<file path="src/rtl/rsa_pkg.sv">
package rsa_pkg;

  // grid shape
  localparam int ROWS = 4;
  localparam int COLS = 4;
  // one bank lane per grid row
  // lane j also carries column j of B, so COLS must equal LANES
  localparam int LANES = ROWS;

  // data word, products and sums wrap at 32 bits
  localparam int DATA_DW = 32;
  typedef logic signed [DATA_DW-1:0] word_t;

  // bank address, 64 words per lane
  localparam int AW = 6;
  typedef logic [AW-1:0] addr_t;

  // per-lane memory map
  // lane i holds row i of A
  localparam int A_BASE = 0;
  // lane j holds column j of B
  localparam int B_BASE = 16;
  // lane i receives row i of C
  localparam int C_BASE = 32;

  // inner dimension limits
  localparam int K_MAX = 16;
  localparam int KW = 5;

  // last bank read until the far corner cell sees its last pair
  localparam int FLUSH_LEN = ROWS + COLS - 1;

  // sequencer phases
  typedef enum logic [2:0] {
    IDLE,
    FEED,
    FLUSH,
    DRAIN,
    DONE
  } seq_state_t;

endpackage
</file>
<file path="src/rtl/rsa_operand_skew.sv">
module rsa_operand_skew #(
  parameter int NLANES = rsa_pkg::ROWS
) (
  input  logic                           clk,
  input  logic                           sys_rst,
  input  logic                           i_valid,
  input  rsa_pkg::word_t [NLANES-1:0]    i_data,
  output rsa_pkg::word_t [NLANES-1:0]    o_data
);

  logic valid_q;
  rsa_pkg::word_t [NLANES-1:0] head;

  // valid lines up with the bank read data
  always_ff @(posedge clk) begin
    if (sys_rst) begin
      valid_q <= 1'b0;
    end else begin
      valid_q <= i_valid;
    end
  end

  // idle cycles feed zeros, no effect on the sums
  assign head = valid_q ? i_data : '0;

  for (genvar i = 0; i < NLANES; i++) begin : g_lane
    if (i == 0) begin : g_direct
      // lane 0 enters the grid unskewed
      assign o_data[0] = head[0];
    end else begin : g_delay
      rsa_pkg::word_t [i-1:0] pipe;

      // i stage shift line
      always_ff @(posedge clk) begin
        if (sys_rst) begin
          pipe <= '0;
        end else begin
          pipe[0] <= head[i];
          for (int s = 1; s < i; s++) begin
            pipe[s] <= pipe[s-1];
          end
        end
      end

      assign o_data[i] = pipe[i-1];
    end
  end

endmodule

</file>
<file path="config.mk">
export PLATFORM = sky130hd
export DESIGN_NAME = rsa_operand_skew
export DESIGN_NICKNAME = d
export VERILOG_FILES = /design/src/rtl/rsa_pkg.sv /design/src/rtl/rsa_operand_skew.sv
export SDC_FILE = /design/constraint.sdc
export NUM_CORES = 1
export LEC_CHECK = 0
export ABC_AREA = 0
export BUFFER_PORTS_ARGS = -buffer_cell sky130_fd_sc_hd__buf_2
export CORE_UTILIZATION = 39
export DETAILED_ROUTE_END_ITERATION = 6
export PLACE_DENSITY = 0.67
export SYNTH_ARGS = -nofsm -noshare
export SYNTH_HDL_FRONTEND = slang
export SYNTH_SLANG_ARGS = --single-unit
</file>
<file path="constraint.sdc">
create_clock -name clk -period 1 [get_ports clk]
set_input_delay 0.05 -clock clk [delete_from_list [all_inputs] [get_ports clk]]
set_output_delay 0.05 -clock clk [all_outputs]
set_load 0.02 [all_outputs]
</file>
# Yosys cells after proc, flatten, opt, wreduce, memory -nomap -nowiden
# Cells that the tools add are included.
# classes
muxes	1
n_bitwise	1
n_reduce_logical	1
# op_table
op	count
$mux W32	1
$reduce_or A2 Y1	1
$not A1 Y1	1
# word_totals
reg_bits	193
out_inout_bits	128

# Depth between registers and ports, before layout
# Gate-level depths: netlist of the first run.
# logic_depth
depth_word	2
ltp_mapped	3
depth_no_buf	1

# Least setup slack after synthesis of the first run
# Ideal clock, no wire load.
# synth_path
path_kind	flip-flop to output port
start	reg valid_q
end	out o_data[29] (netlist name)
t_arrival_ns	0.908
path_slack_ns	0.042
path_stages_with_launch	4
path_buffers	2
path_cell_list	dfxtp_1 buf_2 clkbuf_1 and2_1
# synth_rtl
item	line	source
start: declaration	rsa_operand_skew.sv:11	logic valid_q;
start signal: assignment	rsa_operand_skew.sv:19	valid_q <= i_valid;
end: declaration	rsa_operand_skew.sv:8	output rsa_pkg::word_t [NLANES-1:0] o_data

==> qor.yml, run 1 <==
status:
  status: "finished, violations left"
  failed_checks: "setup timing"
clock_tree:
  clkTransAtPathRegs_ns: 0.06
  cts_buffers: 17
  cts_root_buf: "clkbuf_16"
  htreeDepth: 4
  cts.path.max_buffers: 2
  clkLatencyLatePin_ns: 0.42
  cts_tree: "yes"
  cts_num_sinks: 193
routing:
  via_count: 4340
  firstDrtPassIters: 4
  ant_nets: 0
  drt_iter0_markers: 103
  wl_mm: 14.1
  via_per_inst: 4.20
  remaining_drc_errors: 0
  routedWlPerCell_um: 13.6
floorplanning:
  coreArea_um2: 15300
  initial_core_util_pct: 40.2
  io_pins: 259
  die_w_um: 128
  dieArea_um2: 16300
  rows: 45
  fp.dieH_um: 128
grt:
  track_usage_pct: 17.7
  use_met1_pct: 18.1
  overflow: 0
  grt_pass1_vias: 4397
  grt_use_met3_pct: 4.82
  grt_max_degree: 77
  antenna_found_initial: 0
  grt_util_met2_pct: 33.4
  grt_pass1_wl_mm: 21.7
  top_usage_layer: "met2"
synth:
  yosys_warnings: 0
  ys_types: 7
  synthCells: 517
  ys_seq_area_share_pct: 62.8
  syn_area_um2: 6150
  synthesis.nets: 648
  syn_avg_cell_area_um2: 11.9
  ys_ff_latch: 193
sta:
  worst_pin_slew_ns: 0.280
  drv_slew: 0
  slew_headroom_pct: 81.3
  fin_crit_ns: 1.28
  whs_ns: 0.0679
  rsz0062_at_grt: "yes"
  skew_ns: 0.00802
  report.final.setup_viol: 98
  final-hold-violation-count: 0
  fmax_mhz: 779
  fin_setup_tns_ns: -15.52
  worst_slack_ns: -0.284
  timing.final.crit_share_pct: 128
power_and_ir_drop:
  p_leak_nw: 4.72
  power_density_nw_per_um2: 1790
  ir_drop_uv: 1140
  p_total_mw: 16.6
critical_path:
  r2r-start: "valid_q$_SDFF_PP0_"
  critPathRequiredTime_ns: 0.95
  cp-end-kind: "primary output"
  cp-startpoint: "valid_q$_SDFF_PP0_"
  reg2regPathDepth: 4
  worstSetupPathType: "flop to primary output"
  arrival_ns: 1.23
  worstPathMaxFanout: 26
  startpoint_type: "flop"
placed_design:
  dp_cells: 896
  pre_cts_slack_ns: 0.0327
  port_buffers: 258
  place_congestion: 0.807
  hpwl_mm: 8.29
  placed_area_um2: 7190
final_layout:
  n_antenna_cell: 0
  design_area_um2: 9270
  final_cell_mix: "buf_2 (224), dfxtp_1 (192), nor2b_1 (97), dlygate4sd3_1 (97), and3b_1 (96)"
  drive_above_1_share_pct: 38.6
  fillCellCount: 1196
  instances_no_fill: 1034
  syn2layout_area_growth_pct: 50.7
  post-route-util_pct: 60.5
  finalNetCount: 941
  mostFrequentLayoutCell: "buf_2"
worst_hold_path:
  min_from: "sys_rst"
  whs_path_depth: 3
  hp-class: "primary input to flop"
flow_run:
  cap_violations: 0
synth_stat cells:
cell type | instances | share of area (%)
dfxtp_1 | 193 | 63
nor2b_1 | 97 | 9.9
and3b_1 | 96 | 14
buf_4 | 65 | 7.9
and2_1 | 32 | 3.3
buf_2 | 20 | 1.6
clkbuf_1 | 14 | 0.85
routing by layer:
layer  routed length [um]  vias to the layer above
li1                     -                     2165
met1                 5540                     1962
met2                 7350                      181
met3                  832                       32
met4                  377                        0
met5                    0                        -
what timing repair did:
| action | CTS | global route |
|---|---|---|
| setup endpoints to repair | 36 | 103 |
| buffers inserted | 3 | 0 |
| pin swaps | 1 | 4 |
| hold buffers | 97 | 0 |
| cloned | 6 | 1 |
| endpoints found under the hold margin | 97 | 0 |
| gates resized for setup | 69 | 18 |
sequential cells by signal, indices dropped and copies added (netlist names):
name,cells
o_data,64
g_lane.g_delay.pipe,128
valid_q,1
where the power goes:
part | internal (mW) | switching [mW] | total (mW)
Sequential | 7.84 | 0.0375 | 7.88
Combinational | 0.862 | 0.583 | 1.45
Clock | 4.54 | 2.76 | 7.30
Total | 13.2 | 3.38 | 16.6
worst max-delay path: stages, from the launching register on:
cell and delay, ns:
dfxtp_4 0.39, buf_12 0.15, and2_1 0.15, buf_6 0.12
kinds of logic after synthesis:
group / count (synthesis) / share of synthesized area, %
flops: 193 / 62.8
simple gates: 225 / 26.8
buf+inv: 99 / 10.4
final timing paths:
kind	endpoint	slack, ns
max	o_data[22]	-0.28
min	g_lane[3].g_delay.pipe[51]$_SDFF_PP0_	0.07
max reg2reg	g_lane[3].g_delay.pipe[22]$_SDFF_PP0_	-0.22
min reg2reg	g_lane[3].g_delay.pipe[46]$_SDFF_PP0_	0.43
final cells by class:
type / instances / area (um^2) / area share [%]
clock buffer: 21 / 450 / 4.86
clock inverter: 11 / 199 / 2.15
multi-input combinational: 225 / 1680 / 18.1
sequential: 193 / 3870 / 41.7
tap: 211 / 264 / 2.85
timing repair buffer: 373 / 2810 / 30.3
No activity file was read; power rests on OpenSTA's default activity.
==> run 2: changes to the inputs <==
- SETUP_SLACK_MARGIN: unset -> 0.02
==> run 2 against run 1 <==
Compared with the run above: the flow still finishes with violations (setup timing); via count is 0.48% lower; clock power hardly changed; worst hold slack about the same; first-iteration DRC count is 12% higher; flip-flop and latch count unchanged; maximum frequency grew 0.16%; non-clock buffer count up 1; largest cell class unchanged; largest power group unchanged; highest routed layer unchanged.
==> qor.yml, run 2 (synthesized netlist as in run 1, its figures left out) <==
critical_path:
  worstSetupPathType: "flop to primary output"
  r2r-end: "g_lane[3].g_delay.pipe[12]$_SDFF_PP0_"
  worstPathMaxFanout: 26
  startpoint_type: "flop"
  endpoint: "o_data[22]"
  r2r-start: "valid_q$_SDFF_PP0_"
  cp-end-kind: "primary output"
  arrival_ns: 1.23
  critPathRequiredTime_ns: 0.95
  rrSetupSlack_ns: -0.21
  cp-startpoint: "valid_q$_SDFF_PP0_"
  reg2regPathDepth: 4
placed_design:
  placed_area_um2: 7190
  place_congestion: 0.807
  port_buffers: 258
  hpwl_mm: 8.29
  pre_cts_slack_ns: 0.0327
  dp_cells: 896
sta:
  slew_headroom_pct: 81.5
  timing.final.crit_share_pct: 128
  drv_slew: 0
  worst_pin_slew_ns: 0.278
  fin_crit_ns: 1.28
  final-hold-violation-count: 0
  fmax_mhz: 780
  worst_slack_ns: -0.281
  skew_ns: 0.00793
  fin_setup_tns_ns: -17.15
  report.final.setup_viol: 98
  rsz0062_at_grt: "yes"
power_and_ir_drop:
  pwr-share-clk_pct: 43.8
  internal-power_mw: 13.3
  seqPwrFrac_pct: 47.3
  comb_power_share_pct: 8.8
  p_total_mw: 16.7
  power_density_nw_per_um2: 1780
  ir_drop_uv: 1150
  swShare_pct: 20.3
  p_leak_nw: 4.74
  p_sw_mw: 3.39
clock_tree:
  cts_tree: "yes"
  clkLatencyLatePin_ns: 0.42
  cts_buffers: 17
  cts_root_buf: "clkbuf_16"
  cts.path.max_buffers: 2
  htreeDepth: 4
  cts_num_sinks: 193
  clkTransAtPathRegs_ns: 0.06
final_layout:
  syn2layout_area_growth_pct: 52.1
  instances_no_fill: 1035
  final_cell_mix: "buf_2 (203), dfxtp_1 (190), nor2b_1 (97), dlygate4sd3_1 (97), and3b_1 (96)"
  n_antenna_cell: 0
  fillCellCount: 1194
  finalNetCount: 942
  mostFrequentLayoutCell: "buf_2"
  regMostFlops: "g_lane.g_delay.pipe"
  design_area_um2: 9360
  drive_above_1_share_pct: 39.0
  largest_reg_flops: 128
routing:
  wl_mm: 14.1
  ant_nets: 0
  remaining_drc_errors: 0
  firstDrtPassIters: 4
  via_per_inst: 4.17
  drt_iter0_markers: 115
  via_count: 4319
  routedWlPerCell_um: 13.6
floorplanning:
  rows: 45
  fp.dieH_um: 128
  dieArea_um2: 16300
  die_w_um: 128
  coreArea_um2: 15300
  initial_core_util_pct: 40.2
  io_pins: 259
worst_hold_path:
  hp-class: "primary input to flop"
grt:
  track_usage_pct: 17.7
  antenna_found_initial: 0
  grt_pass1_wl_mm: 21.8
  overflow: 0
  grt_max_degree: 77
  grt_pass1_vias: 4393
status:
  status: "finished, violations left"
  failed_checks: "setup timing"
flow_run:
  cap_violations: 0
## run 2: changes by cell type in the layout (fill, tap and decap cells not counted), sizes merged
cell    previous run  this run
buf              272       273
clkbuf            22        21
bufbuf             3         4
## run 2: what timing repair did
item,CTS,global route
hold endpoints to repair,97,0
setup endpoints to repair,61,139
resized for setup,76,37
cloned,7,0
hold buffers,97,0
pin swaps,1,5
setup buffers,4,0
## run 2: how the worst min path moves through the flow
stage,from,to,cells after the start
2_1_floorplan,i_valid,valid_q$_SDFF_PP0_,1
3_3_place_gp,i_data[33],g_lane[1].g_delay.pipe[1]$_SDFF_PP0_,2
3_5_place_dp,i_data[96],g_lane[3].g_delay.pipe[0]$_SDFF_PP0_,2
4_1_cts,sys_rst,g_lane[3].g_delay.pipe[51]$_SDFF_PP0_,3
5_1_grt,sys_rst,g_lane[3].g_delay.pipe[51]$_SDFF_PP0_,3
6_report,sys_rst,g_lane[3].g_delay.pipe[51]$_SDFF_PP0_,3
## run 2: final cells by class
type                       count  area (um^2)  share of cell area, %
tap                          211          264                   2.82
multi-input combinational    225         1680                   17.9
clock inverter                11          199                   2.13
timing repair buffer         374         2890                   30.9
clock buffer                  21          450                   4.81
sequential                   193         3870                   41.4
## run 2: worst max-delay path, stage by stage (launching register included)
cell and delay (ns):
dfxtp_4 0.39, buf_12 0.15, and2_1 0.15, buf_6 0.12
## run 2: layer usage
| metal | part of all wire [%] | GRT usage [%] | up-vias |
|---|---|---|---|
| li1 | - | - | 2165 |
| met1 | 39 | 18.3 | 1948 |
| met2 | 52 | 33.0 | 176 |
| met3 | 5.7 | 4.90 | 30 |
| met4 | 2.6 | 8.51 | 0 |
| met5 | 0 | 0 | - |
## run 2: power groups by stage
stage          clock network (mW)  logic [mW]  registers [mW]
2_1_floorplan                   0       0.485            8.09
3_3_place_gp                    0       0.902            8.05
3_5_place_dp                    0       0.922            8.06
4_1_cts                      7.46        1.45            7.88
5_1_grt                      7.78        1.57            7.89
6_report                     7.30        1.47            7.88
## run 2: per-stage QoR
| stage | hold slack [ns] | util [%] |
|---|---|---|
| after floorplan | 0.178 | - |
| after global placement | 0.285 | 46.9 |
| after detailed placement | 0.288 | 46.9 |
| after CTS | 0.0542 | 60.7 |
| after global routing | 0.0760 | 61.1 |
| final | 0.0675 | 61.1 |
