### config.mk
export PLATFORM = sky130hd
export DESIGN_NAME = rsa_step_counter
export DESIGN_NICKNAME = d
export VERILOG_FILES = /design/src/rtl/rsa_pkg.sv /design/src/rtl/rsa_step_counter.sv
export SDC_FILE = /design/constraint.sdc
export NUM_CORES = 1
export LEC_CHECK = 0
export CAP_MARGIN = 10
export CORE_AREA = 5 5 42 44
export CTS_BUF_LIST = sky130_fd_sc_hd__clkbuf_2
export CTS_CLUSTER_SIZE = 25
export DETAILED_ROUTE_END_ITERATION = 16
export DIE_AREA = 0 0 47 49
export DONT_BUFFER_PORTS = 1
export PLACE_DENSITY_LB_ADDON = 0.1
export SLEW_MARGIN = 20
export SYNTH_ARGS = -nofsm -noshare
export SYNTH_HDL_FRONTEND = slang
export SYNTH_SLANG_ARGS = --single-unit
### constraint.sdc
create_clock -name clk -period 1.14 [get_ports clk]
set_input_delay 0.057 -clock clk [delete_from_list [all_inputs] [get_ports clk]]
set_output_delay 0.057 -clock clk [all_outputs]
set_load 0.1 [all_outputs]
### src/rtl/rsa_pkg.sv
package rsa_pkg;

  // grid shape
  localparam int ROWS = 4;
  localparam int COLS = 4;
  // one bank lane per grid row
  // lane j also carries column j of B, so COLS must equal LANES
  localparam int LANES = ROWS;

  // data word, products and sums wrap at 32 bits
  localparam int DATA_DW = 32;
  typedef logic signed [DATA_DW-1:0] word_t;

  // bank address, 64 words per lane
  localparam int AW = 6;
  typedef logic [AW-1:0] addr_t;

  // per-lane memory map
  // lane i holds row i of A
  localparam int A_BASE = 0;
  // lane j holds column j of B
  localparam int B_BASE = 16;
  // lane i receives row i of C
  localparam int C_BASE = 32;

  // inner dimension limits
  localparam int K_MAX = 16;
  localparam int KW = 5;

  // last bank read until the far corner cell sees its last pair
  localparam int FLUSH_LEN = ROWS + COLS - 1;

  // sequencer phases
  typedef enum logic [2:0] {
    IDLE,
    FEED,
    FLUSH,
    DRAIN,
    DONE
  } seq_state_t;

endpackage
### src/rtl/rsa_step_counter.sv
module rsa_step_counter (
  input  logic                    clk,
  input  logic                    sys_rst,
  input  logic                    i_clear,
  input  logic                    i_step,
  input  logic [rsa_pkg::KW-1:0]  i_limit,
  output logic [rsa_pkg::KW-1:0]  o_count,
  output logic                    o_last
);

  logic [rsa_pkg::KW-1:0] limit_m1;

  // last count of the phase is limit minus one
  assign limit_m1 = rsa_pkg::KW'(i_limit - 1'b1);

  // clear wins over step
  always_ff @(posedge clk) begin
    if (sys_rst) begin
      o_count <= '0;
    end else if (i_clear) begin
      o_count <= '0;
    end else if (i_step) begin
      o_count <= o_count + 1'b1;
    end
  end

  // combinational, lets the FSM leave the phase on this cycle
  assign o_last = (o_count == limit_m1);

endmodule

==> Yosys cells after proc, flatten, opt, wreduce, memory -nomap -nowiden <==
Index checks and enable logic that the tools add are counted.
{ "word_totals": {"out_inout_bits": 6, "ff_bits": 5, "wordCells": 5} }
{ "op_classes": {"addsub": 2, "eq_ne": 1, "reduce_logical": 1} }
{ "op_table": {"columns": ["cell", "n"], "rows": [
  ["adder 5 x 1 -> 5 bit, second input constant", 1],
  ["== test 5 bit", 1],
  ["subtractor 5 x 1 -> 5 bit, second input constant", 1],
  ["OR reduction 2 bit", 1]
]} }

==> Longest topological paths before layout <==
Gate-level depths: netlist (run 1).
{ "depth": {"ltp_word": 2, "mapped_depth": 5} }

==> Worst setup path before layout (run 1) <==
Ideal clock, no wire load.
{ "synth_path": {"kind": "register to output", "startpoint": "register o_count[2] in the netlist's numbering", "endpoint": "output o_last", "path_stages_with_launch": 4, "required_ns": 1.083, "path_slack_ns": -2.665, "arrival_ns": 3.748, "cell_sequence": "dfxtp_1 > and4bb_1 > o211ai_1 > a311oi_1"} }
{ "synth_via": {"elab_chain_len": 1} }
{ "synth_rtl": {"columns": ["element", "line_no", "source"], "rows": [
  ["from (decl)", "rsa_step_counter.sv:7", "output logic [rsa_pkg::KW-1:0] o_count,"],
  ["from (signal assigned)", "rsa_step_counter.sv:23", "o_count <= o_count + 1'b1;"],
  ["== test 5 bit", "rsa_step_counter.sv:28", "assign o_last = (o_count == limit_m1);"],
  ["to (decl)", "rsa_step_counter.sv:8", "output logic o_last"]
]} }
Every way passes these cells.

==> Final worst setup path (run 1) <==
Ends and elaborated chain as after synthesis.

==> flow_summary.toml, run 1 <==
[global_routing]
grt_pass1_wl_mm = 1.53
antenna_found_initial = 0
grt-ovfl-total = 0
first_global_vias = 371
grt_usage = 0.0935
grt_max_degree = 6

[worst_setup_path]
slowest_delay_ps = 380
crit_path_start_kind = "register"
worst_ep_required_time_ps = 1080
cp_slowest_cell = "or3_4"
crit_chain = "or3_4 -> a311oi_4 -> buf_12"
worstSetupPathType = "reg2out"
path_buf_inv = 1
cp_max_fo = 4
cp.arrival_ps = 1420
crit_family = "simple AND/OR/NAND/NOR gates"
crit_path_end_kind = "primary output"

[layout]
diodes = 0
largest-register = "o_count"
fill_cells = 159
final_nets = 65
final_cells = 69
area_delta_synth_final_pct = 72.2
layout-drive-gt1-share = 0.453
reg_top3 = "o_count: 5 flops"
largest_reg_flops = 5

[placement]
dp_cells = 62
gp_congestion = 0.763
io_buffers = 0
place_ws_ps = -265
hpwl_um = 760

[routing]
ant_nets = 0
wl_met1_um = 311
vias = 343
wl_um = 915
first_pass_iters = 4
wl_met2_um = 504
wl_met3_um = 83
drt_drc_violations_left = 0
wire_per_inst_um = 13.3
first_iter_violations = 5
top_layer = "met4"
vias_per_cell = 4.97

[clock_tree]
clkTransAtPathRegs_ps = 60
cts_sinks = 5
clk_latency_ps = 220
clk_path_buf_depth = 2
cts_buffers = 3
cts_root_buf = "clkbuf_2"
htreeDepth = 1
cts_tree = "built"

[die]
fp.dieW_um = 47
core_region_area_sq_um = 1400
ioPinCount = 15
start_util = 0.235
dieArea_sq_um = 2300
rows = 14
die_h_um = 49

[outcome]
failed_checks = "negative setup slack"
status = "complete, but fails checks"

[hold_path]
hold_path.class = "in2reg"

[timing]
period_needed_ps = 1480
finalHoldViolCount = 0
max_clock_freq_mhz = 677
rsz0062_at_grt = "yes"
setup_violations = 1
fin_hold_ws_ps = 67.4
slew_headroom = 0.801
final.period_utilization = 1.30
fin_worst_skew_ps = 4.31
max_slew.worst_pin.slew_ps = 298
drv_slew = 0
worst_slack_ps = -338

[job]
maxCapViolCount = 0

[power_and_ir_drop]
power_mw = 0.453
p_leak_nw = 0.234
ir_worst_vdd_uv = 340
p_per_area_nw_per_um2 = 800

[synth]
yosysTopAreaCell = "dfxtp_1"
synth_top_area_frac = 0.304
synth_nets = 47
yosysWarnings = 0
ys_types = 16
synthCells = 36
ys_top_cells_by_area = "dfxtp_1 (30%), xor2_1 (13%), xnor2_1 (11%), nor3_1 (9.1%), ha_1 (7.6%)"
synthesis.area_sq_um = 329
synth_seq_cells = 5
syn_area_per_cell_sq_um = 9.14
ys_seq_area_frac = 0.304
layout make-up:
type                       instances  area [sq um]  share of cell area
inverter                           2          7.51              0.0132
tap                               16          20.0              0.0353
timing repair buffer              13           129               0.227
clock buffer                       4          20.0              0.0353
sequential                         5           119               0.210
multi-input combinational         29           272               0.479
per-stage QoR:
stage	TNS [ps]	utilization	instance area, sq um
finish	-338	0.404	567
floorplan	-794	-	390
CTS	-444	0.399	559
detailed placement	-344	0.355	498
global placement	-326	0.355	498
global route	-437	0.404	567
Yosys cell counts, drive strengths merged:
cell type / instances
nor3: 6
dfxtp: 5
xor2: 5
xnor2: 4
ha: 2
inv: 2
nand4: 2
nor2b: 2
a311oi: 1
and3b: 1
and4bb: 1
mux2i: 1
nand2: 1
o211ai: 1
o21ai: 1
or3: 1
logic make-up (layout without fill, tap and decap cells):
kind of cell | count (synthesis) | after routing | synth area share
and+or+nand+nor | 14 | 14 | 0.262
AOI/OAI and AO/OA | 3 | 3 | 0.0646
adders and majority gates | 2 | 2 | 0.0760
buffers and inverters | 2 | 19 | 0.0228
DFF | 5 | 5 | 0.304
xor gates and xnor gates | 9 | 9 | 0.240
muxes | 1 | 1 | 0.0304
path summary, 6_finish.rpt:
kind | startpoint | end | slack (ps) | cells after the start
worst max-delay path | o_count[2]$_SDFFE_PP0P_ | o_last | -340 | 3
worst min-delay path | i_step | o_count[1]$_SDFFE_PP0P_ | 70 | 2
worst max register to register | o_count[2]$_SDFFE_PP0P_ | o_count[4]$_SDFFE_PP0P_ | 40 | 4
worst min register to register | o_count[0]$_SDFFE_PP0P_ | o_count[3]$_SDFFE_PP0P_ | 780 | 4
placed cells by master, fill, tap and decap left out, types with 2 or more instances in the layout:
| cell type | instances |
|---|---|
| dfxtp_4 | 5 |
| xnor2_2 | 2 |
| buf_6 | 3 |
| nor3_1 | 6 |
| clkbuf_2 | 4 |
| nor2b_1 | 2 |
| inv_1 | 2 |
| xor2_1 | 5 |
| dlygate4sd3_1 | 3 |
| xnor2_1 | 2 |
| nand4_1 | 2 |
| buf_4 | 6 |
routing by layer:
layer,vias up,global-route usage
met2,13,0.143
met5,-,0
met4,0,0.0829
met3,2,0.0406
met1,162,0.0897
li1,166,-
what timing repair did:
item                       CTS  global route
setup endpoints to repair    4             3
hold endpoints to repair     5             0
pin swaps                    1             1
hold buffers                 3             0
setup buffers                0             0
gates cloned                 0             0
gates resized for setup      2             2
worst reg2reg max path, delay by kind of cell, from the launching register on:
family	cells	cell delay [ps]
flip-flops	1	370
AND/OR/NAND/NOR	2	260
buffers and inverters	1	240
XOR/XNOR	1	160
report_power, final:
part | leakage [nW] | switching (mW) | internal (mW)
sequential | 0.0444 | 0.00159 | 0.167
combinational | 0.173 | 0.0643 | 0.0522
clock | 0.0166 | 0.0749 | 0.0929
Power figures use the tool's default switching activity.
==> inputs of run 2 (changes only) <==
--- a/config.mk
+++ b/config.mk
@@ -5,14 +5,15 @@
 export SDC_FILE = /design/constraint.sdc
 export NUM_CORES = 1
 export LEC_CHECK = 0
+export BUFFER_PORTS_ARGS = -buffer_cell sky130_fd_sc_hd__buf_2
 export CAP_MARGIN = 10
 export CORE_AREA = 5 5 42 44
 export CTS_BUF_LIST = sky130_fd_sc_hd__clkbuf_2
 export CTS_CLUSTER_SIZE = 25
 export DETAILED_ROUTE_END_ITERATION = 16
 export DIE_AREA = 0 0 47 49
-export DONT_BUFFER_PORTS = 1
 export PLACE_DENSITY_LB_ADDON = 0.1
+export SKIP_CTS_REPAIR_TIMING = 1
 export SLEW_MARGIN = 20
 export SYNTH_ARGS = -nofsm -noshare
 export SYNTH_HDL_FRONTEND = slang
==> run 2 against run 1 <==
Against the previous run:
- the run still ends with negative setup slack left
- clock power is 3% lower
- combinational power is 29% higher
- worst hold slack worse by 3.1 ps
- cell count up 19%
- total power grew 6.9%
==> flow_summary.toml, run 2 (same netlist as run 1, synthesis figures left out) <==
[placement]
dpl_cell_area_sq_um = 638
dp_cells = 75
hpwl_um = 847
gp_congestion = 0.822
io_buffers = 14

[power_and_ir_drop]
combPwrFrac = 0.312
p_int_mw = 0.333
seqPwrFrac = 0.351
ir_worst_vdd_uv = 503
power_switching_mw = 0.152
p_per_area_nw_per_um2 = 693
switching_share = 0.313
clock_power_share = 0.337
p_leak_nw = 0.305

[worst_setup_path]
worst-path-stages = 3
slowest_delay_ps = 380
reg2reg_slack_ps = 110
crit_path_end_kind = "primary output"
cp.arrival_ps = 1410
crit_chain = "or3_4 -> a311oi_4 -> buf_12"
crit_family = "simple AND/OR/NAND/NOR gates"
worst_r2r_path_depth = 5
worstSetupPathType = "reg2out"
cp_slowest_cell = "or3_4"
worst_ep_required_time_ps = 1080
path_buf_inv = 1
cp_max_fo = 4
crit_path_start_kind = "register"

[routing]
wl_mm = 1.00
ant_nets = 0
first_pass_iters = 2
vias_per_cell = 4.80
first_iter_violations = 2
drt_drc_violations_left = 0
vias = 394
wire_per_inst_um = 12.2

[clock_tree]
cts_buffers = 3
cts_tree = "built"
htreeDepth = 1
cts_sinks = 5
clkTransAtPathRegs_ps = 50
cts_root_buf = "clkbuf_2"
clk_latency_ps = 220
clk_path_buf_depth = 2

[timing]
max_clock_freq_mhz = 679
final.period_utilization = 1.29
finalHoldViolCount = 0
period_needed_ps = 1470
worst_slack_ps = -332
max_slew.worst_pin.slew_ps = 273
rsz0062_at_grt = "yes"
fin_worst_skew_ps = 2.26
drv_slew = 0
final.setup.tns_ps = -332
setup_violations = 1
slew_headroom = 0.817

[layout]
largest-register = "o_count"
fin_area_sq_um = 699
largest_reg_flops = 5
final_cells = 82
layout-drive-gt1-share = 0.591
layout_commonest_cell = "buf_4"
final_cell_mix = "buf_4 (10), buf_2 (8), nor3_1 (6), buf_12 (6)"
final_nets = 78
reg_top3 = "o_count: 5 flops"
diodes = 0
area_delta_synth_final_pct = 113

[global_routing]
grt_max_degree = 6
grt_use_met2 = 0.158
busiest_layer = "met2"
grt_util_met1 = 0.101
first_global_vias = 414
gr-usage-met3 = 0.0443
grt-ovfl-total = 0
grt_usage = 0.103
antenna_found_initial = 0
grt_pass1_wl_mm = 1.69

[die]
dieArea_sq_um = 2300
ioPinCount = 15
rows = 14
start_util = 0.235
core_region_area_sq_um = 1400
fp.dieW_um = 47
die_h_um = 49

[hold_path]
hold_path.class = "in2reg"
holdPathStages = 2

[outcome]
failed_checks = "negative setup slack"
status = "complete, but fails checks"

[job]
maxCapViolCount = 0
==> run 2: cell types whose count changed in the layout (fill, tap and decap cells not counted), sizes merged <==
cell,previous run,this run
dlygate4sd3,3,0
buf,10,26
==> run 2: worst paths after layout <==
kind	startpoint	to
setup / recovery	o_count[2]$_SDFFE_PP0P_	o_last
hold / removal	sys_rst	o_count[2]$_SDFFE_PP0P_
setup reg to reg	o_count[0]$_SDFFE_PP0P_	o_count[2]$_SDFFE_PP0P_
hold reg to reg	o_count[1]$_SDFFE_PP0P_	o_count[1]$_SDFFE_PP0P_
==> run 2: routing by layer <==
| layer | vias up | part of all wire |
|---|---|---|
| met3 | 5 | 0.075 |
| li1 | 193 | - |
| met5 | - | 0 |
| met4 | 0 | 0.039 |
| met2 | 14 | 0.50 |
| met1 | 182 | 0.38 |
==> run 2: worst register-to-register path, cell delays in order (launching register included) <==
cell and delay (ps):
dfxtp_4 350, buf_6 120, ha_4 150, nand2_1 70
xor2_1 160, nor3_1 60
==> run 2: area by class of cell <==
type | instances | area [sq um]
fill | 142 | 702
multi-input combinational | 29 | 275
timing repair buffer | 26 | 258
inverter | 2 | 7.51
clock buffer | 4 | 20.0
sequential | 5 | 119
tap | 16 | 20.0
==> run 2: per-stage QoR <==
stage / total power [mW] / setup slack (ps) / hold slack (ps) / util
after floorplan: 0.249 / -757 / 124 / -
after global placement: 0.308 / -362 / 278 / 0.455
after detailed placement: 0.314 / -409 / 288 / 0.455
after CTS: 0.480 / -426 / 50.5 / 0.470
after global routing: 0.511 / -407 / 41.8 / 0.499
final: 0.484 / -332 / 64.3 / 0.499
==> run 2: power groups by stage <==
stage               Combinational, mW  Clock (mW)  Sequential, mW
finish                          0.151       0.163           0.170
global route                    0.162       0.179           0.170
CTS                             0.141       0.169           0.170
detailed placement              0.141           0           0.173
global placement                0.135           0           0.173
floorplan                      0.0554           0           0.194
