[src/rtl/rsa_pkg.sv]
package rsa_pkg;

  // grid shape
  localparam int ROWS = 4;
  localparam int COLS = 4;
  // one bank lane per grid row
  // lane j also carries column j of B, so COLS must equal LANES
  localparam int LANES = ROWS;

  // data word, products and sums wrap at 32 bits
  localparam int DATA_DW = 32;
  typedef logic signed [DATA_DW-1:0] word_t;

  // bank address, 64 words per lane
  localparam int AW = 6;
  typedef logic [AW-1:0] addr_t;

  // per-lane memory map
  // lane i holds row i of A
  localparam int A_BASE = 0;
  // lane j holds column j of B
  localparam int B_BASE = 16;
  // lane i receives row i of C
  localparam int C_BASE = 32;

  // inner dimension limits
  localparam int K_MAX = 16;
  localparam int KW = 5;

  // last bank read until the far corner cell sees its last pair
  localparam int FLUSH_LEN = ROWS + COLS - 1;

  // sequencer phases
  typedef enum logic [2:0] {
    IDLE,
    FEED,
    FLUSH,
    DRAIN,
    DONE
  } seq_state_t;

endpackage
[src/rtl/bank_rd_if.sv]
interface bank_rd_if;

  // read strobe from the sequencer
  logic rd_en;

  // A and B word addresses, same address in every lane
  rsa_pkg::addr_t rd_addr_a;
  rsa_pkg::addr_t rd_addr_b;

  // one word per lane, valid the cycle after rd_en
  // held while rd_en is low
  rsa_pkg::word_t [rsa_pkg::LANES-1:0] rdata_a;
  rsa_pkg::word_t [rsa_pkg::LANES-1:0] rdata_b;

  // sequencer side, issues reads
  modport seq (
    output rd_en,
    output rd_addr_a,
    output rd_addr_b
  );

  // bank side, returns data
  modport bank (
    input  rd_en,
    input  rd_addr_a,
    input  rd_addr_b,
    output rdata_a,
    output rdata_b
  );

endinterface

[src/rtl/rsa_seq_fsm.sv]
module rsa_seq_fsm (
  input  logic                    clk,
  input  logic                    sys_rst,
  input  logic                    i_start,
  input  logic [rsa_pkg::KW-1:0]  i_k_len,
  output logic                    o_busy,
  output logic                    o_done,
  bank_rd_if.seq                  rd,
  output logic                    o_wb_we,
  output rsa_pkg::addr_t          o_wb_addr,
  output logic                    o_pe_clear,
  output logic                    o_pe_shift,
  output logic                    o_feed_valid,
  output logic                    o_cnt_clear,
  output logic                    o_cnt_step,
  output logic [rsa_pkg::KW-1:0]  o_cnt_limit,
  input  logic [rsa_pkg::KW-1:0]  i_cnt,
  input  logic                    i_cnt_last
);

  rsa_pkg::seq_state_t state;
  rsa_pkg::seq_state_t state_nxt;
  logic [rsa_pkg::KW-1:0] k_eff;
  logic [rsa_pkg::KW-1:0] k_q;
  logic start_ok;

  // start only counts in IDLE
  assign start_ok = (state == rsa_pkg::IDLE) && i_start;

  // k above the A region depth is clipped
  always_comb begin
    if (i_k_len > rsa_pkg::KW'(rsa_pkg::K_MAX)) begin
      k_eff = rsa_pkg::KW'(rsa_pkg::K_MAX);
    end else begin
      k_eff = i_k_len;
    end
  end

  always_ff @(posedge clk) begin
    if (sys_rst) begin
      state <= rsa_pkg::IDLE;
      k_q   <= '0;
    end else begin
      state <= state_nxt;
      // k is sampled with the start pulse
      if (start_ok) begin
        k_q <= k_eff;
      end
    end
  end

  always_comb begin
    state_nxt = state;
    case (state)
      rsa_pkg::IDLE: begin
        // k of zero has nothing to feed, C comes out all zero
        if (start_ok) begin
          state_nxt = (k_eff == '0) ? rsa_pkg::FLUSH : rsa_pkg::FEED;
        end
      end
      rsa_pkg::FEED: begin
        if (i_cnt_last) begin
          state_nxt = rsa_pkg::FLUSH;
        end
      end
      rsa_pkg::FLUSH: begin
        if (i_cnt_last) begin
          state_nxt = rsa_pkg::DRAIN;
        end
      end
      rsa_pkg::DRAIN: begin
        if (i_cnt_last) begin
          state_nxt = rsa_pkg::DONE;
        end
      end
      default: begin
        state_nxt = rsa_pkg::IDLE;
      end
    endcase
  end

  // busy drops when done pulses
  assign o_busy = (state == rsa_pkg::FEED) || (state == rsa_pkg::FLUSH) ||
                  (state == rsa_pkg::DRAIN);
  assign o_done = (state == rsa_pkg::DONE);

  // accumulators cleared on the accepted start edge
  assign o_pe_clear = start_ok;

  // phase counter, restarted at every phase boundary
  assign o_cnt_clear = !o_busy || i_cnt_last;
  assign o_cnt_step  = o_busy;

  always_comb begin
    case (state)
      rsa_pkg::FEED:  o_cnt_limit = k_q;
      rsa_pkg::FLUSH: o_cnt_limit = rsa_pkg::KW'(rsa_pkg::FLUSH_LEN);
      rsa_pkg::DRAIN: o_cnt_limit = rsa_pkg::KW'(rsa_pkg::COLS);
      default:        o_cnt_limit = '0;
    endcase
  end

  // feed reads A[.][n] and B[n][.] at count n
  assign rd.rd_en      = (state == rsa_pkg::FEED);
  assign rd.rd_addr_a  = rsa_pkg::addr_t'(rsa_pkg::A_BASE + i_cnt);
  assign rd.rd_addr_b  = rsa_pkg::addr_t'(rsa_pkg::B_BASE + i_cnt);
  assign o_feed_valid  = (state == rsa_pkg::FEED);

  // drain writes column n of C on count n
  assign o_pe_shift = (state == rsa_pkg::DRAIN);
  assign o_wb_we    = (state == rsa_pkg::DRAIN);
  assign o_wb_addr  = rsa_pkg::addr_t'(rsa_pkg::C_BASE + i_cnt);

endmodule

[src/flat_wrapper.sv]
// flat-port wrapper written by rule: the top's interface ports become plain ports
module rsa_seq_fsm_flat 
  (clk, sys_rst, i_start, i_k_len, o_busy, o_done, o_wb_we, o_wb_addr, o_pe_clear, o_pe_shift, o_feed_valid, o_cnt_clear, o_cnt_step, o_cnt_limit, i_cnt, i_cnt_last, rd_rd_en, rd_rd_addr_a, rd_rd_addr_b);
  bank_rd_if rd_i ();
  input  logic clk;
  input  logic sys_rst;
  input  logic i_start;
  input  logic [rsa_pkg::KW-1:0] i_k_len;
  output logic o_busy;
  output logic o_done;
  output logic o_wb_we;
  output rsa_pkg::addr_t o_wb_addr;
  output logic o_pe_clear;
  output logic o_pe_shift;
  output logic o_feed_valid;
  output logic o_cnt_clear;
  output logic o_cnt_step;
  output logic [rsa_pkg::KW-1:0] o_cnt_limit;
  input  logic [rsa_pkg::KW-1:0] i_cnt;
  input  logic i_cnt_last;
  output wire logic [$bits(rd_i.rd_en)-1:0] rd_rd_en;
  output wire logic [$bits(rd_i.rd_addr_a)-1:0] rd_rd_addr_a;
  output wire logic [$bits(rd_i.rd_addr_b)-1:0] rd_rd_addr_b;
  assign rd_rd_en = rd_i.rd_en;
  assign rd_rd_addr_a = rd_i.rd_addr_a;
  assign rd_rd_addr_b = rd_i.rd_addr_b;
  rsa_seq_fsm u_core (.clk(clk), .sys_rst(sys_rst), .i_start(i_start), .i_k_len(i_k_len), .o_busy(o_busy), .o_done(o_done), .rd(rd_i), .o_wb_we(o_wb_we), .o_wb_addr(o_wb_addr), .o_pe_clear(o_pe_clear), .o_pe_shift(o_pe_shift), .o_feed_valid(o_feed_valid), .o_cnt_clear(o_cnt_clear), .o_cnt_step(o_cnt_step), .o_cnt_limit(o_cnt_limit), .i_cnt(i_cnt), .i_cnt_last(i_cnt_last));
endmodule
[config.mk]
export PLATFORM = sky130hd
export DESIGN_NAME = rsa_seq_fsm_flat
export DESIGN_NICKNAME = d
export VERILOG_FILES = /design/src/rtl/rsa_pkg.sv /design/src/rtl/bank_rd_if.sv /design/src/rtl/rsa_seq_fsm.sv /design/src/flat_wrapper.sv
export SDC_FILE = /design/constraint.sdc
export NUM_CORES = 1
export LEC_CHECK = 0
export BUFFER_PORTS_ARGS = -buffer_cell sky130_fd_sc_hd__buf_4
export CAP_MARGIN = 30
export CORE_ASPECT_RATIO = 1.25
export CORE_MARGIN = 1.5
export CORE_UTILIZATION = 35
export CTS_BUF_LIST = sky130_fd_sc_hd__clkbuf_4
export CTS_CLUSTER_DIAMETER = 30
export DETAILED_ROUTE_END_ITERATION = 7
export GPL_TIMING_DRIVEN = 0
export PLACE_DENSITY_LB_ADDON = 0.2
export SYNTH_ARGS = -nofsm -noshare
export SYNTH_HDL_FRONTEND = slang
export SYNTH_SLANG_ARGS = --single-unit
[constraint.sdc]
create_clock -name clk -period 3.65 [get_ports clk]
set_clock_uncertainty 0.1 [all_clocks]
set_input_delay 0.73 -clock clk [delete_from_list [all_inputs] [get_ports clk]]
set_output_delay 0.73 -clock clk [all_outputs]
set_load 0.005 [all_outputs]
## After elaboration in Yosys (flattened, before gate mapping)

Cells that the tools add are included.

- Output and inout port bits: 32
- Word-level logic and storage cells: 29
- Register bits: 8

- Reduce and logical (&&, ||, !) cells: 8
- Muxes and demuxes: 8
- Order comparisons: 1
- Equality and inequality tests: 8
- Add/subtract/negate cells: 2

Operators by type and width:

| operator | number |
|---|---|
| $pmux 5 s3 | 1 |
| $mux 3 | 4 |
| $pmux 3 s4 | 1 |
| $add 5x5->6 const A | 1 |
| $add 6x5->6 const A | 1 |
| $eq 3x2->1 const B | 2 |
| $gt 5x5->1 const B | 1 |
| $logic_not 5->1 | 1 |
| $mux 5 | 1 |
| $ne 2x1->1 const B | 2 |
| $ne 2x2->1 const B | 2 |
| $reduce_and 4->1 | 1 |
| $eq 3x1->1 const B | 1 |
| $eq 3x3->1 const B | 1 |
| $logic_not 3->1 | 1 |
| $logic_or 1x1->1 | 3 |
| $mux 2 | 1 |
| $logic_and 1x1->1 | 1 |
| $logic_not 1->1 | 1 |

## Logic depth before layout (Yosys ltp)

- Word-level depth: 6
- Depth in mapped cells: 6
- Mapped depth without buffers: 4

## Worst setup path after synthesis

No wires, ideal clock.

- Path kind: input to output
- From: in i_start
- To: out o_pe_clear
- Required time: 2.820 ns
- Setup slack: 1.461 ns
- Data arrival time: 1.359 ns
- Cell stages on the path: 3
- Cell sequence: or4b_4 -> buf_6 -> clkinv_8

- Longest elaborated chain between the ends: 1

Ends and longest elaborated chain:

| what | line | text |
|---|---|---|
| start, declared | flat_wrapper.sv:7 | `input logic i_start;` |
| $logic_and 1x1->1 | rsa_seq_fsm.sv:28 | `assign start_ok = (state == rsa_pkg::IDLE) && i_start;` |
| end, declared | flat_wrapper.sv:13 | `output logic o_pe_clear;` |

Every way passes these cells.

## Worst setup path in the final report

Ends and elaborated chain as after synthesis.

==> flow_summary.json <==
{
  "synth_seq_cells": 8,
  "gr-max-usage-layer": "met2",
  "cts_hold_buf": 0,
  "path_cells": "buf_4 > or4b_4 > buf_6 > clkinv_8 > buf_4",
  "critPathMaxStageDelay_ns": 0.45,
  "drc": 0,
  "start_kind": "input port",
  "die-area_um2": 2050,
  "cts-root-buf": "clkbuf_4",
  "setup_viol": 0,
  "max-cap-violations": 0,
  "design_area_um2": 955,
  "ir_worst_vdd_uv": 170,
  "met3_usage": 0.0310,
  "period_minus_slack_ns": 2.39,
  "crit_path_frequent_cell": "buf_4",
  "hpwlAfterDp_mm": 1.18,
  "hold_violations": 0,
  "globalRouteTotalUtil": 0.166,
  "placed_cell_area_um2": 932,
  "syn_area_um2": 624,
  "drt_iter0_markers": 6,
  "finalNetCount": 138,
  "cts_setup_buffers": 0,
  "htreeDepth": 1,
  "dr.pass1.iters": 4,
  "insertion_delay_ns": 0.25,
  "p_leak_nw": 0.489,
  "drtAntennaViolNets": 0,
  "required_ns": 2.82,
  "drive_gt1_frac": 0.541,
  "cellPowerDensity_nw_per_um2": 303,
  "pin_count": 46,
  "fillers": 167,
  "max_freq_ghz": 0.418,
  "critPathMaxFanout": 6,
  "drv_slew": 0,
  "fin_setup_tns_ns": 0,
  "die_y_um": 50.2,
  "synth_cell_types": 23,
  "fp.dieW_um": 40.8,
  "antenna_cells": 0,
  "clock_sinks": 8,
  "gp_congestion": 0.690,
  "yosysSeqAreaShare": 0.257,
  "netlist.area_leader.share": 0.257,
  "end_kind": "primary output",
  "port_buffers": 38,
  "cp_top_family": "simple AND/OR/NAND/NOR gates",
  "rsz0062_at_grt": "false",
  "fin_crit_sh": 0.656,
  "clk_pin_slew_ns": 0.05,
  "grt_max_degree": 11,
  "cp.arrival_ns": 1.56,
  "synth_area_leaders": "dfxtp_1 26%, buf_4 24%, a21oi_1 8.0%",
  "vias": 627,
  "start_util": 0.385,
  "ys.warnings.count": 0,
  "timing.hold.ws_ns": 0.348,
  "post_drt_via_cell_ratio": 4.48,
  "cpMaxStageDelayCell": "or4b_4",
  "status": "finished, final reports clean",
  "grt_antenna_before_repair": 0,
  "hold_path.class": "reg -> reg",
  "critPathBufInv": 4,
  "synth_top_cell_by_area": "dfxtp_1",
  "use_met1": 0.175,
  "crit_type": "in -> out",
  "postSynthAreaPerCell_um2": 7.71,
  "routed_wl_mm": 1.43,
  "coreArea_um2": 1620,
  "grt_overflow_total": 0,
  "synthToLayoutAreaGrowth_pct": 52.9,
  "met2_usage": 0.265,
  "syn_nets": 95,
  "synth_cells": 81,
  "cts.path.max_buffers": 2,
  "grt_pass1_wl_mm": 2.30,
  "cts_tree": "done",
  "ctsResizeCount": 0,
  "rows": 16,
  "numCtsBuffers": 3,
  "layout_common_cells": "58 x buf_4, 10 x a21oi_1, 9 x nand2_1, 8 x dfxtp_1, 5 x nor2_1",
  "grt_pass1_vias": 568,
  "final_common_cell": "buf_4",
  "avgRoutedWirePerCell_um": 10.2
}
## sequential cells by signal, summed over array words and instances (netlist names)
name,count
u_core.state,3
u_core.k_q,5
## where the power goes
part	switching (mW)	internal (mW)	leakage (nW)
combinational	0.0498	0.0761	0.409
sequential	0.00238	0.0937	0.0654
clock	0.0294	0.0376	0.0138
## cell usage after synthesis, drive strengths merged
cell type,instances
or4b,1
dfxtp,8
nor2b,2
a2111oi,1
or3,1
nor4b,1
a211o,2
a311oi,1
a21oi,10
nor2,5
and2,3
nand3b,4
nand2,9
conb,2
clkbuf,2
nor3,1
inv,2
xnor2,1
nand2b,1
clkinv,1
buf,23
## final cells by class
cell class / instances / area, µm² / area share
timing repair buffer: 38 / 285 / 0.299
multi-input combinational: 45 / 255 / 0.267
buffer: 25 / 185 / 0.194
sequential: 8 / 160 / 0.168
inverter: 3 / 23.8 / 0.0249
clock buffer: 3 / 22.5 / 0.0236
tap: 18 / 22.5 / 0.0236
## worst reg2reg max path, stage by stage (launching register included)
cell	delay, ns
dfxtp_1	0.29
buf_2	0.17
or4b_4	0.49
buf_6	0.15
clkinv_8	0.05
nand3b_1	0.08
a21oi_1	0.15
## routing by layer
layer / wire length, µm / up-vias
li1: - / 327
met1: 543 / 265
met2: 730 / 31
met3: 118 / 4
met4: 40 / 0
met5: 0 / -
## metrics by stage
step	utilization	setup WS (ns)	power [mW]	cells
floorplan	-	1.46	0.169	81
global placement	0.575	1.26	0.223	137
detailed placement	0.575	1.25	0.225	137
CTS	0.589	1.25	0.293	140
global route	0.589	1.23	0.312	140
finish	0.589	1.26	0.289	140
## worst paths after layout
path	from	endpoint	slack (ns)	cells after the start
min	u_core.k_q[3]	u_core.k_q[3]	0.35	2
max reg2reg	u_core.state[1]	u_core.k_q[2]	2.09	6
min reg2reg	u_core.k_q[3]	u_core.k_q[3]	0.35	2
max	i_start	o_pe_clear	1.26	5
## cells by family after synthesis
| family | Yosys count | synth area share |
|---|---|---|
| DFF | 8 | 0.257 |
| buffers and inverters | 28 | 0.335 |
| other | 2 | 0.0120 |
| xor gates and xnor gates | 1 | 0.0140 |
| and+or+nand+nor | 28 | 0.246 |
| AOI/OAI and AO/OA | 14 | 0.136 |
Power figures use the tool's default switching activity.
